$ cat src/common/isaPkg.sv
`default_nettype none

package isaPkg;

    typedef logic [31:0] wordT;     // data or address word
    typedef logic [4:0]  regAddrT;
    typedef logic [5:0]  opcodeT;
    typedef logic [5:0]  functT;

    localparam regAddrT raReg = 5'd31;   // jal link target

    localparam opcodeT opRtype = 6'h00;
    localparam opcodeT opJ     = 6'h02;
    localparam opcodeT opJal   = 6'h03;
    localparam opcodeT opBeq   = 6'h04;
    localparam opcodeT opBne   = 6'h05;
    localparam opcodeT opAddiu = 6'h09;
    localparam opcodeT opSlti  = 6'h0a;
    localparam opcodeT opAndi  = 6'h0c;
    localparam opcodeT opOri   = 6'h0d;
    localparam opcodeT opLui   = 6'h0f;
    localparam opcodeT opLb    = 6'h20;
    localparam opcodeT opLw    = 6'h23;
    localparam opcodeT opLbu   = 6'h24;
    localparam opcodeT opSb    = 6'h28;
    localparam opcodeT opSw    = 6'h2b;

    localparam functT functSll  = 6'h00;   // all-zero word is the canonical nop
    localparam functT functAddu = 6'h21;
    localparam functT functSubu = 6'h23;
    localparam functT functAnd  = 6'h24;
    localparam functT functOr   = 6'h25;
    localparam functT functXor  = 6'h26;
    localparam functT functSlt  = 6'h2a;

    typedef enum logic [2:0] {
        aluAdd, aluSub, aluAnd, aluOr,
        aluXor, aluSlt, aluSll, aluLui
    } aluOpT;

endpackage

`default_nettype wire

$ cat src/common/pipePkg.sv
`default_nettype none

package pipePkg;

    localparam isaPkg::wordT resetPc = 32'h0000_0000;

    typedef struct packed {
        logic            regWrite;
        isaPkg::regAddrT dest;
        logic            useImm;     // alu b from immediate
        isaPkg::aluOpT   aluOp;
        logic            memRead;
        logic            memWrite;
        logic            memByte;
        logic            memSigned;
        logic            branch;
        logic            isBne;
        logic            jump;
        logic            link;       // jal writes pc+8
    } ctrlT;

    typedef struct packed {
        logic            valid;
        isaPkg::wordT    pc;
        ctrlT            ctrl;
        isaPkg::regAddrT rs;
        isaPkg::regAddrT rt;
        logic [4:0]      shamt;
        isaPkg::wordT    rsData;
        isaPkg::wordT    rtData;
        isaPkg::wordT    imm;
    } idExT;

    typedef struct packed {
        logic         valid;
        isaPkg::wordT pc;
        ctrlT         ctrl;
        isaPkg::wordT result;     // alu result or link address
        isaPkg::wordT storeData;
    } exMemT;

    typedef struct packed {
        logic         valid;
        isaPkg::wordT pc;
        ctrlT         ctrl;
        isaPkg::wordT result;
    } memWbT;

    typedef enum logic [1:0] {regFile, fromMem, fromWb} fwdSelT;

    typedef struct packed {
        isaPkg::wordT addr;
        isaPkg::wordT wdata;
        logic         read;
        logic         write;
        logic         isByte;
        logic         isSigned;
    } memReqT;

endpackage

`default_nettype wire

$ cat src/datapath/datapath.sv
`timescale 1ns/10ps
`default_nettype none

module datapath (
    input  wire                    clk,
    input  wire                    arstN,
    input  wire isaPkg::wordT      instr,
    input  wire isaPkg::wordT      loadData,
    output isaPkg::wordT           instAddr,
    output logic                   instEn,
    output pipePkg::memReqT        memReq,
    output isaPkg::wordT           wbPc,
    output logic                   wbWen,
    output isaPkg::regAddrT        wbNum,
    output isaPkg::wordT           wbData
);
    isaPkg::wordT    pcF;
    logic            fetchOn;
    logic            validD;
    isaPkg::wordT    pcD, instrD;
    isaPkg::regAddrT rsD, rtD;
    pipePkg::ctrlT   ctrlD;
    isaPkg::wordT    immD, rsDataD, rtDataD;
    pipePkg::idExT   idEx;
    pipePkg::exMemT  exMem;
    pipePkg::memWbT  memWb;
    pipePkg::fwdSelT fwdA, fwdB;
    logic            stallF, stallD, flushD, flushE;
    isaPkg::wordT    srcA, rtValE, aluB, aluOut;
    isaPkg::wordT    pcPlus4E, targetE, resultE, resultM;
    logic            takenE, redirect;

    function automatic isaPkg::wordT fwdMux(input pipePkg::fwdSelT sel,
                                            input isaPkg::wordT regVal);
        case (sel)
            pipePkg::fromMem: return exMem.result;
            pipePkg::fromWb:  return memWb.result;
            default:          return regVal;
        endcase
    endfunction

    assign instAddr = pcF;
    assign instEn   = fetchOn && !stallF;

    always_ff @(posedge clk or negedge arstN) begin
        if (!arstN) begin
            fetchOn <= 1'b0;    // first fetch one cycle after reset
            pcF     <= pipePkg::resetPc;
        end else begin
            fetchOn <= 1'b1;
            if (redirect)
                pcF <= targetE;
            else if (instEn)
                pcF <= pcF + 32'd4;
        end
    end

    always_ff @(posedge clk or negedge arstN) begin
        if (!arstN) begin
            validD <= 1'b0;
            pcD    <= '0;
            instrD <= '0;
        end else if (flushD) begin
            validD <= 1'b0;     // slot behind the delay slot
        end else if (!stallD) begin
            validD <= fetchOn;
            pcD    <= pcF;
            instrD <= instr;
        end
    end

    assign rsD = instrD[25:21];
    assign rtD = instrD[20:16];

    mainDecoder uDecoder (
        .instr (instrD),
        .ctrl  (ctrlD),
        .imm   (immD)
    );

    regFile uRegFile (
        .clk    (clk),
        .arstN  (arstN),
        .we     (wbWen),
        .wAddr  (wbNum),
        .wData  (wbData),
        .rAddrA (rsD),
        .rAddrB (rtD),
        .rDataA (rsDataD),
        .rDataB (rtDataD)
    );

    always_ff @(posedge clk or negedge arstN) begin
        if (!arstN)
            idEx <= '0;
        else if (flushE)
            idEx <= '0;         // load-use bubble
        else
            idEx <= '{valid: validD, pc: pcD, ctrl: ctrlD, rs: rsD, rt: rtD,
                      shamt: instrD[10:6], rsData: rsDataD, rtData: rtDataD, imm: immD};
    end

    always_comb begin
        srcA   = fwdMux(fwdA, idEx.rsData);
        rtValE = fwdMux(fwdB, idEx.rtData);
    end

    assign aluB = idEx.ctrl.useImm ? idEx.imm : rtValE;

    alu uAlu (
        .op     (idEx.ctrl.aluOp),
        .a      (srcA),
        .b      (aluB),
        .shamt  (idEx.shamt),
        .result (aluOut)
    );

    // branch and jump resolve here, delay slot sits in decode
    assign pcPlus4E = idEx.pc + 32'd4;
    assign takenE   = idEx.ctrl.branch && ((srcA == rtValE) != idEx.ctrl.isBne);
    assign redirect = idEx.valid && (takenE || idEx.ctrl.jump);
    assign targetE  = idEx.ctrl.jump ? {pcPlus4E[31:28], idEx.imm[27:0]}
                                     : pcPlus4E + {idEx.imm[29:0], 2'b00};
    assign resultE  = idEx.ctrl.link ? idEx.pc + 32'd8 : aluOut;

    always_ff @(posedge clk or negedge arstN) begin
        if (!arstN)
            exMem <= '0;
        else
            exMem <= '{valid: idEx.valid, pc: idEx.pc, ctrl: idEx.ctrl,
                       result: resultE, storeData: rtValE};
    end

    assign memReq = '{addr: exMem.result, wdata: exMem.storeData,
                      read: exMem.valid && exMem.ctrl.memRead,
                      write: exMem.valid && exMem.ctrl.memWrite,
                      isByte: exMem.ctrl.memByte, isSigned: exMem.ctrl.memSigned};
    assign resultM = exMem.ctrl.memRead ? loadData : exMem.result;

    always_ff @(posedge clk or negedge arstN) begin
        if (!arstN)
            memWb <= '0;
        else
            memWb <= '{valid: exMem.valid, pc: exMem.pc, ctrl: exMem.ctrl, result: resultM};
    end

    assign wbPc   = memWb.pc;
    assign wbWen  = memWb.valid && memWb.ctrl.regWrite;
    assign wbNum  = memWb.ctrl.dest;
    assign wbData = memWb.result;

    hazardUnit uHazard (
        .idEx     (idEx),
        .exMem    (exMem),
        .memWb    (memWb),
        .rsD      (rsD),
        .rtD      (rtD),
        .redirect (redirect),
        .fwdA     (fwdA),
        .fwdB     (fwdB),
        .stallF   (stallF),
        .stallD   (stallD),
        .flushD   (flushD),
        .flushE   (flushE)
    );

endmodule

`default_nettype wire

$ cat src/datapath/hazardUnit.sv
`timescale 1ns/10ps
`default_nettype none

module hazardUnit (
    input  wire pipePkg::idExT   idEx,
    input  wire pipePkg::exMemT  exMem,
    input  wire pipePkg::memWbT  memWb,
    input  wire isaPkg::regAddrT rsD,
    input  wire isaPkg::regAddrT rtD,
    input  wire                  redirect,
    output pipePkg::fwdSelT      fwdA,
    output pipePkg::fwdSelT      fwdB,
    output logic                 stallF,
    output logic                 stallD,
    output logic                 flushD,
    output logic                 flushE
);
    logic loadUse;

    function automatic pipePkg::fwdSelT pickFwd(input isaPkg::regAddrT src);
        if (src == '0)
            return pipePkg::regFile;
        if (exMem.valid && exMem.ctrl.regWrite && exMem.ctrl.dest == src)
            return pipePkg::fromMem;    // youngest writer first
        if (memWb.valid && memWb.ctrl.regWrite && memWb.ctrl.dest == src)
            return pipePkg::fromWb;
        return pipePkg::regFile;
    endfunction

    always_comb begin
        fwdA = pickFwd(idEx.rs);
        fwdB = pickFwd(idEx.rt);
    end

    // load data only exists from the memory stage on
    assign loadUse = idEx.valid && idEx.ctrl.memRead && idEx.ctrl.dest != '0
                     && (idEx.ctrl.dest == rsD || idEx.ctrl.dest == rtD);

    assign stallF = loadUse;
    assign stallD = loadUse;
    assign flushE = loadUse;            // bubble into execute
    assign flushD = redirect;           // drop fetch slot, delay slot goes on

    // a load in memory still carries its address as result
    always_comb begin
        if (idEx.valid && exMem.valid && exMem.ctrl.memRead)
            assert (fwdA != pipePkg::fromMem && fwdB != pipePkg::fromMem)
                else $error("load value forwarded before it left memory");
    end

endmodule

`default_nettype wire

$ cat src/datapath/mainDecoder.sv
`timescale 1ns/10ps
`default_nettype none

module mainDecoder (
    input  wire isaPkg::wordT instr,
    output pipePkg::ctrlT     ctrl,
    output isaPkg::wordT      imm
);
    isaPkg::opcodeT  opcode;
    isaPkg::functT   funct;

    assign opcode = instr[31:26];
    assign funct  = instr[5:0];

    always_comb begin
        ctrl        = '0;       // unknown encodings retire as a nop
        ctrl.dest   = instr[20:16];
        ctrl.useImm = 1'b1;
        imm         = {{16{instr[15]}}, instr[15:0]};
        case (opcode)
            isaPkg::opRtype: begin
                ctrl.useImm   = 1'b0;
                ctrl.dest     = instr[15:11];
                ctrl.regWrite = 1'b1;
                case (funct)
                    isaPkg::functSll:  ctrl.aluOp = isaPkg::aluSll;
                    isaPkg::functAddu: ctrl.aluOp = isaPkg::aluAdd;
                    isaPkg::functSubu: ctrl.aluOp = isaPkg::aluSub;
                    isaPkg::functAnd:  ctrl.aluOp = isaPkg::aluAnd;
                    isaPkg::functOr:   ctrl.aluOp = isaPkg::aluOr;
                    isaPkg::functXor:  ctrl.aluOp = isaPkg::aluXor;
                    isaPkg::functSlt:  ctrl.aluOp = isaPkg::aluSlt;
                    default:           ctrl.regWrite = 1'b0;
                endcase
            end
            isaPkg::opAddiu: ctrl.regWrite = 1'b1;
            isaPkg::opSlti: begin
                ctrl.regWrite = 1'b1;
                ctrl.aluOp    = isaPkg::aluSlt;
            end
            isaPkg::opAndi: begin
                ctrl.regWrite = 1'b1;
                ctrl.aluOp    = isaPkg::aluAnd;
                imm           = {16'h0000, instr[15:0]};    // logical ops zero-extend
            end
            isaPkg::opOri: begin
                ctrl.regWrite = 1'b1;
                ctrl.aluOp    = isaPkg::aluOr;
                imm           = {16'h0000, instr[15:0]};
            end
            isaPkg::opLui: begin
                ctrl.regWrite = 1'b1;
                ctrl.aluOp    = isaPkg::aluLui;
            end
            isaPkg::opLw, isaPkg::opLb, isaPkg::opLbu: begin
                ctrl.regWrite  = 1'b1;
                ctrl.memRead   = 1'b1;
                ctrl.memByte   = opcode != isaPkg::opLw;
                ctrl.memSigned = opcode == isaPkg::opLb;
            end
            isaPkg::opSw, isaPkg::opSb: begin
                ctrl.memWrite = 1'b1;
                ctrl.memByte  = opcode == isaPkg::opSb;
            end
            isaPkg::opBeq, isaPkg::opBne: begin
                ctrl.branch = 1'b1;     // compares rs with rt
                ctrl.isBne  = opcode == isaPkg::opBne;
            end
            isaPkg::opJ, isaPkg::opJal: begin
                ctrl.jump     = 1'b1;
                ctrl.link     = opcode == isaPkg::opJal;
                ctrl.regWrite = opcode == isaPkg::opJal;
                ctrl.dest     = isaPkg::raReg;
                imm           = {4'h0, instr[25:0], 2'b00};  // region offset of target
            end
            default: ;
        endcase
    end

endmodule

`default_nettype wire

$ cat src/rtl/alu.sv
`timescale 1ns/10ps
`default_nettype none

module alu (
    input  wire isaPkg::aluOpT op,
    input  wire isaPkg::wordT  a,
    input  wire isaPkg::wordT  b,
    input  wire [4:0]          shamt,
    output isaPkg::wordT       result
);

    always_comb begin
        case (op)
            isaPkg::aluAdd: result = a + b;     // addu, addiu, address calc
            isaPkg::aluSub: result = a - b;
            isaPkg::aluAnd: result = a & b;
            isaPkg::aluOr:  result = a | b;
            isaPkg::aluXor: result = a ^ b;
            isaPkg::aluSlt: result = {31'b0, $signed(a) < $signed(b)};
            isaPkg::aluSll: result = b << shamt;            // shifts rt
            isaPkg::aluLui: result = {b[15:0], 16'h0000};
        endcase
    end

endmodule

`default_nettype wire

$ cat src/rtl/memControl.sv
`timescale 1ns/10ps
`default_nettype none

module memControl (
    input  wire pipePkg::memReqT memReq,
    input  wire isaPkg::wordT    memRdata,
    output logic                 memEn,
    output isaPkg::wordT         memAddr,
    output logic [3:0]           memWen,
    output isaPkg::wordT         memWdata,
    output isaPkg::wordT         loadData
);
    logic [1:0] lane;
    logic [7:0] loadByte;

    assign lane    = memReq.addr[1:0];
    assign memEn   = memReq.read || memReq.write;
    assign memAddr = memReq.addr;

    always_comb begin
        memWen = 4'b0000;
        if (memReq.write)
            memWen = memReq.isByte ? 4'b0001 << lane : 4'b1111;     // little-endian lanes
    end

    assign memWdata = memReq.isByte ? {4{memReq.wdata[7:0]}} : memReq.wdata;

    assign loadByte = memRdata[{lane, 3'b000} +: 8];

    always_comb begin
        if (!memReq.isByte)
            loadData = memRdata;
        else if (memReq.isSigned)
            loadData = {{24{loadByte[7]}}, loadByte};   // lb
        else
            loadData = {24'h000000, loadByte};          // lbu
    end

    always_comb begin
        if (memEn && !memReq.isByte)
            assert (lane == 2'b00)
                else $error("misaligned word access at %h", memReq.addr);
    end

endmodule

`default_nettype wire

$ cat src/rtl/mipsCore.sv
`timescale 1ns/10ps
`default_nettype none

module mipsCore (
    input  wire                  clk,
    input  wire                  arstN,
    output isaPkg::wordT         instAddr,
    output logic                 instEn,
    input  wire isaPkg::wordT    instr,
    output logic                 memEn,
    output isaPkg::wordT         memAddr,
    output logic [3:0]           memWen,
    output isaPkg::wordT         memWdata,
    input  wire isaPkg::wordT    memRdata,
    output isaPkg::wordT         wbPc,
    output logic                 wbWen,
    output isaPkg::regAddrT      wbNum,
    output isaPkg::wordT         wbData
);
    pipePkg::memReqT memReq;    // memory-stage access
    isaPkg::wordT    loadData;

    datapath uDatapath (
        .clk      (clk),
        .arstN    (arstN),
        .instr    (instr),
        .loadData (loadData),
        .instAddr (instAddr),
        .instEn   (instEn),
        .memReq   (memReq),
        .wbPc     (wbPc),
        .wbWen    (wbWen),
        .wbNum    (wbNum),
        .wbData   (wbData)
    );

    memControl uMemControl (
        .memReq   (memReq),
        .memRdata (memRdata),
        .memEn    (memEn),
        .memAddr  (memAddr),
        .memWen   (memWen),
        .memWdata (memWdata),
        .loadData (loadData)
    );

endmodule

`default_nettype wire

$ cat src/rtl/regFile.sv
`timescale 1ns/10ps
`default_nettype none

module regFile (
    input  wire                  clk,
    input  wire                  arstN,
    input  wire                  we,
    input  wire isaPkg::regAddrT wAddr,
    input  wire isaPkg::wordT    wData,
    input  wire isaPkg::regAddrT rAddrA,
    input  wire isaPkg::regAddrT rAddrB,
    output isaPkg::wordT         rDataA,
    output isaPkg::wordT         rDataB
);
    isaPkg::wordT regs [32];

    function automatic isaPkg::wordT readPort(input isaPkg::regAddrT addr);
        if (addr == '0)
            return '0;
        if (we && addr == wAddr)
            return wData;               // write-before-read
        return regs[addr];
    endfunction

    always_ff @(posedge clk) begin
        if (we && wAddr != '0)
            regs[wAddr] <= wData;
    end

    always_comb begin
        rDataA = readPort(rAddrA);
        rDataB = readPort(rAddrB);
    end

    // a retired write to $0 must not show up on a later read
    assert property (@(posedge clk) disable iff (!arstN)
        (we && wAddr == '0) |=> (rAddrA != '0 || rDataA == '0)
                                && (rAddrB != '0 || rDataB == '0));

endmodule

`default_nettype wire

$ cat config.mk
export PLATFORM = sky130hd
export DESIGN_NAME = mipsCore
export DESIGN_NICKNAME = d
export VERILOG_FILES = /design/src/common/isaPkg.sv /design/src/common/pipePkg.sv /design/src/datapath/datapath.sv /design/src/datapath/hazardUnit.sv /design/src/datapath/mainDecoder.sv /design/src/rtl/alu.sv /design/src/rtl/memControl.sv /design/src/rtl/mipsCore.sv /design/src/rtl/regFile.sv
export SDC_FILE = /design/constraint.sdc
export NUM_CORES = 2
export LEC_CHECK = 0
export BUFFER_PORTS_ARGS = -buffer_cell sky130_fd_sc_hd__buf_2
export CORE_MARGIN = 2
export CORE_UTILIZATION = 25
export CTS_BUF_LIST = sky130_fd_sc_hd__clkbuf_4 sky130_fd_sc_hd__clkbuf_8
export CTS_CLUSTER_DIAMETER = 60
export DETAILED_ROUTE_END_ITERATION = 12
export PLACE_DENSITY_LB_ADDON = 0.15
export SYNTH_ARGS = -nofsm -noshare
export SYNTH_HDL_FRONTEND = slang
export SYNTH_HIERARCHICAL = 1
export SYNTH_SLANG_ARGS = --single-unit
$ cat constraint.sdc
create_clock -name clk -period 7 [get_ports clk]
set_input_delay 0.7 -clock clk [delete_from_list [all_inputs] [get_ports clk]]
set_output_delay 0.7 -clock clk [all_outputs]
set_load 0.02 [all_outputs]
==> results.yml <==
grt:
  grt_start_max_net_pins: 154
  grt_overflow_total: 0
  grt_pass1_wl_mm: 477.0
  antenna_found_initial: 34
  grt_pass1_vias: 54800
  track_usage_pct: 21.83
yosys:
  yosys_warnings: 6
  synth_cells: 5799
  netlist_area_mm2: 0.07728
  synth_area_per_cell_um2: 13.33
floorplan:
  dieWidth_um: 560.0
  coreArea_mm2: 0.3083
  num_io_pins: 238
  die_h_um: 560.0
  dieArea_mm2: 0.3136
  num_rows: 204
  initial_core_util_pct: 25.06
hold_path:
  min_path_cells: 4
  holdPathEnd: "uDatapath/wbData[12]"
  hold_path.class: "in -> reg"
  holdCritStartpoint: "memRdata[12]"
sta:
  maxSlewHeadroom_pct: 3.891
  min_period_ps: 6506
  finalHoldViolCount: 0
  fin_tns_setup_ps: 0
  fin_worst_skew_ps: 118.4
  grt_setup_unrepaired: "false"
  setup_viol: 0
  slew_viol_final: 0
  whs_ps: 148.2
  tightestPinTransition_ps: 1442
  fmax_ghz: 0.1537
  period_share_pct: 92.94
clock_tree:
  root_buffer: "clkbuf_8"
  clkSlewWorstSetupHoldPaths_ps: 60
  numCtsBuffers: 290
  clock-sinks: 1462
  cts.path.max_buffers: 4
  cts_tree: "yes"
  clock_latency_ps: 1060
  h-tree-depth: 5
  ctsResizeCount: 0
power_and_ir_drop:
  leakagePower_nw: 32.75
  p_per_area_mw_per_mm2: 311.9
  max-vdd-ir-drop_mv: 0.1931
setup_path:
  arrival_ps: 7360
  timing.rr.start: "uDatapath/wbNum[1]"
  r2r_cells: 24
  crit_type: "reg -> reg"
  rrSetupSlack_ps: 490
  worstReg2RegEnd: "uDatapath/memReq[59]"
  crit_path_max_fanout: 16
  worstPathRequired_ps: 7850
  cp-end-kind: "register"
  cp-start-kind: "register"
cells_and_area:
  layout-drive-gt1-share_pct: 26.88
  area_growth_pct: 15.59
  nNetsFinal: 6295
outcome:
  status: "finished, final reports clean"
route:
  dr.first_iter.drc_count: 5735
  viasPerCell: 5.228
  post_drt_wl_per_cell_um: 33.84
  vias: 54490
  drc_errors: 0
  drtPass1Iterations: 6
  finalWirelength_mm: 352.7
  ant_nets: 0
place:
  dpl.hpwl_mm: 239.5
  gp_congestion: 0.9782
  portBuffers: 237
job:
  maxCapViolations: 0
worst max-delay path by stage:
stage	start	to	depth (start not counted)
floorplan	uDatapath/idEx[102]	uDatapath/memReq[64]	24
global placement	uDatapath/idEx[104]	uDatapath/memReq[59]	25
detailed placement	uDatapath/wbNum[1]	uDatapath/memReq[59]	24
CTS	uDatapath/wbNum[1]	uDatapath/memReq[59]	24
global route	uDatapath/idEx[109]	uDatapath/memReq[36]	20
finish	uDatapath/wbNum[1]	uDatapath/memReq[59]	24
sequential cells by signal, summed over array words and instances (netlist names), 2 cells and up:
signal / flops
uDatapath/instAddr: 32
uDatapath/pcD: 32
uDatapath/wbData: 32
uDatapath/idEx: 162
uDatapath/uRegFile/regs: 1024
uDatapath/memWb: 2
uDatapath/exMem: 41
uDatapath/wbNum: 5
uDatapath/wbPc: 32
uDatapath/instrD: 32
uDatapath/memReq: 66
power breakdown:
group | switching, mW | internal (mW)
combinational | 4.73 | 2.28
sequential | 1.13 | 10.7
clock | 3.97 | 5.03
critical path: stages, from the launching register on:
cell	delay [ps]
dfrtp_1	500
xnor2_1	240
nand3_1	90
nor4_1	480
ha_2	400
buf_4	370
a22oi_1	150
o21ai_1	790
mux2_2	360
inv_1	160
ha_1	320
or3b_1	200
nand4_1	90
a31oi_1	240
nor3_1	80
buf_4	170
o31ai_1	290
buf_4	200
a21oi_1	90
buf_4	170
o311a_1	310
or3_1	350
a31o_1	210
nor2_1	80
a21oi_1	50
per-layer routing:
layer	global-route usage, %	vias up	part of all wire, %
met4	8.110	2	4.1
met3	3.654	521	6.3
li1	-	22740	-
met5	0	-	0.0037
met2	36.06	2326	47
met1	28.61	28900	42
per-stage QoR:
| stage | setup slack (ps) | cell area, µm² | instances | utilization (%) | total power [mW] |
|---|---|---|---|---|---|
| after floorplan | 2294 | 77400 | 5830 | - | 15.75 |
| after global placement | 524.2 | 83100 | 9880 | 26.95 | 19.00 |
| after detailed placement | 615.7 | 83100 | 9880 | 26.95 | 18.99 |
| after CTS | 616.6 | 89300 | 10420 | 28.96 | 28.16 |
| after global routing | 250.7 | 89310 | 10420 | 28.97 | 29.04 |
| final | 493.9 | 89320 | 10420 | 28.97 | 27.86 |
cell usage in the layout (no fill, tap or decap), types with 90 or more instances in the layout:
| cell type | count |
|---|---|
| a22oi_1 | 197 |
| clkbuf_8 | 314 |
| xor2_1 | 90 |
| dfrtp_1 | 422 |
| nand2_1 | 373 |
| buf_4 | 259 |
| xnor2_1 | 105 |
| nor2b_1 | 176 |
| mux2i_1 | 331 |
| mux4_2 | 403 |
| nor2_1 | 218 |
| inv_1 | 168 |
| a21oi_1 | 212 |
| ha_1 | 134 |
| o21ai_0 | 190 |
| mux2_2 | 170 |
| buf_2 | 236 |
| edfxtp_1 | 1024 |
layout make-up:
cell class | instances | area, µm²
Clock buffer | 399 | 4960
Fill cell | 31380 | 219000
Tap cell | 4120 | 5155
Antenna cell | 8 | 20.02
Clock inverter | 98 | 867.1
Sequential cell | 1462 | 41750
Timing Repair Buffer | 547 | 3781
Inverter | 177 | 664.4
Multi-Input combinational cell | 3612 | 32120
repair_timing:
action / 4_1_cts / 5_1_grt
hold endpoints to repair: 139 / 0
setup buffers: 0 / 0
hold buffers: 38 / 0
(Power assumes the default switching activity.)
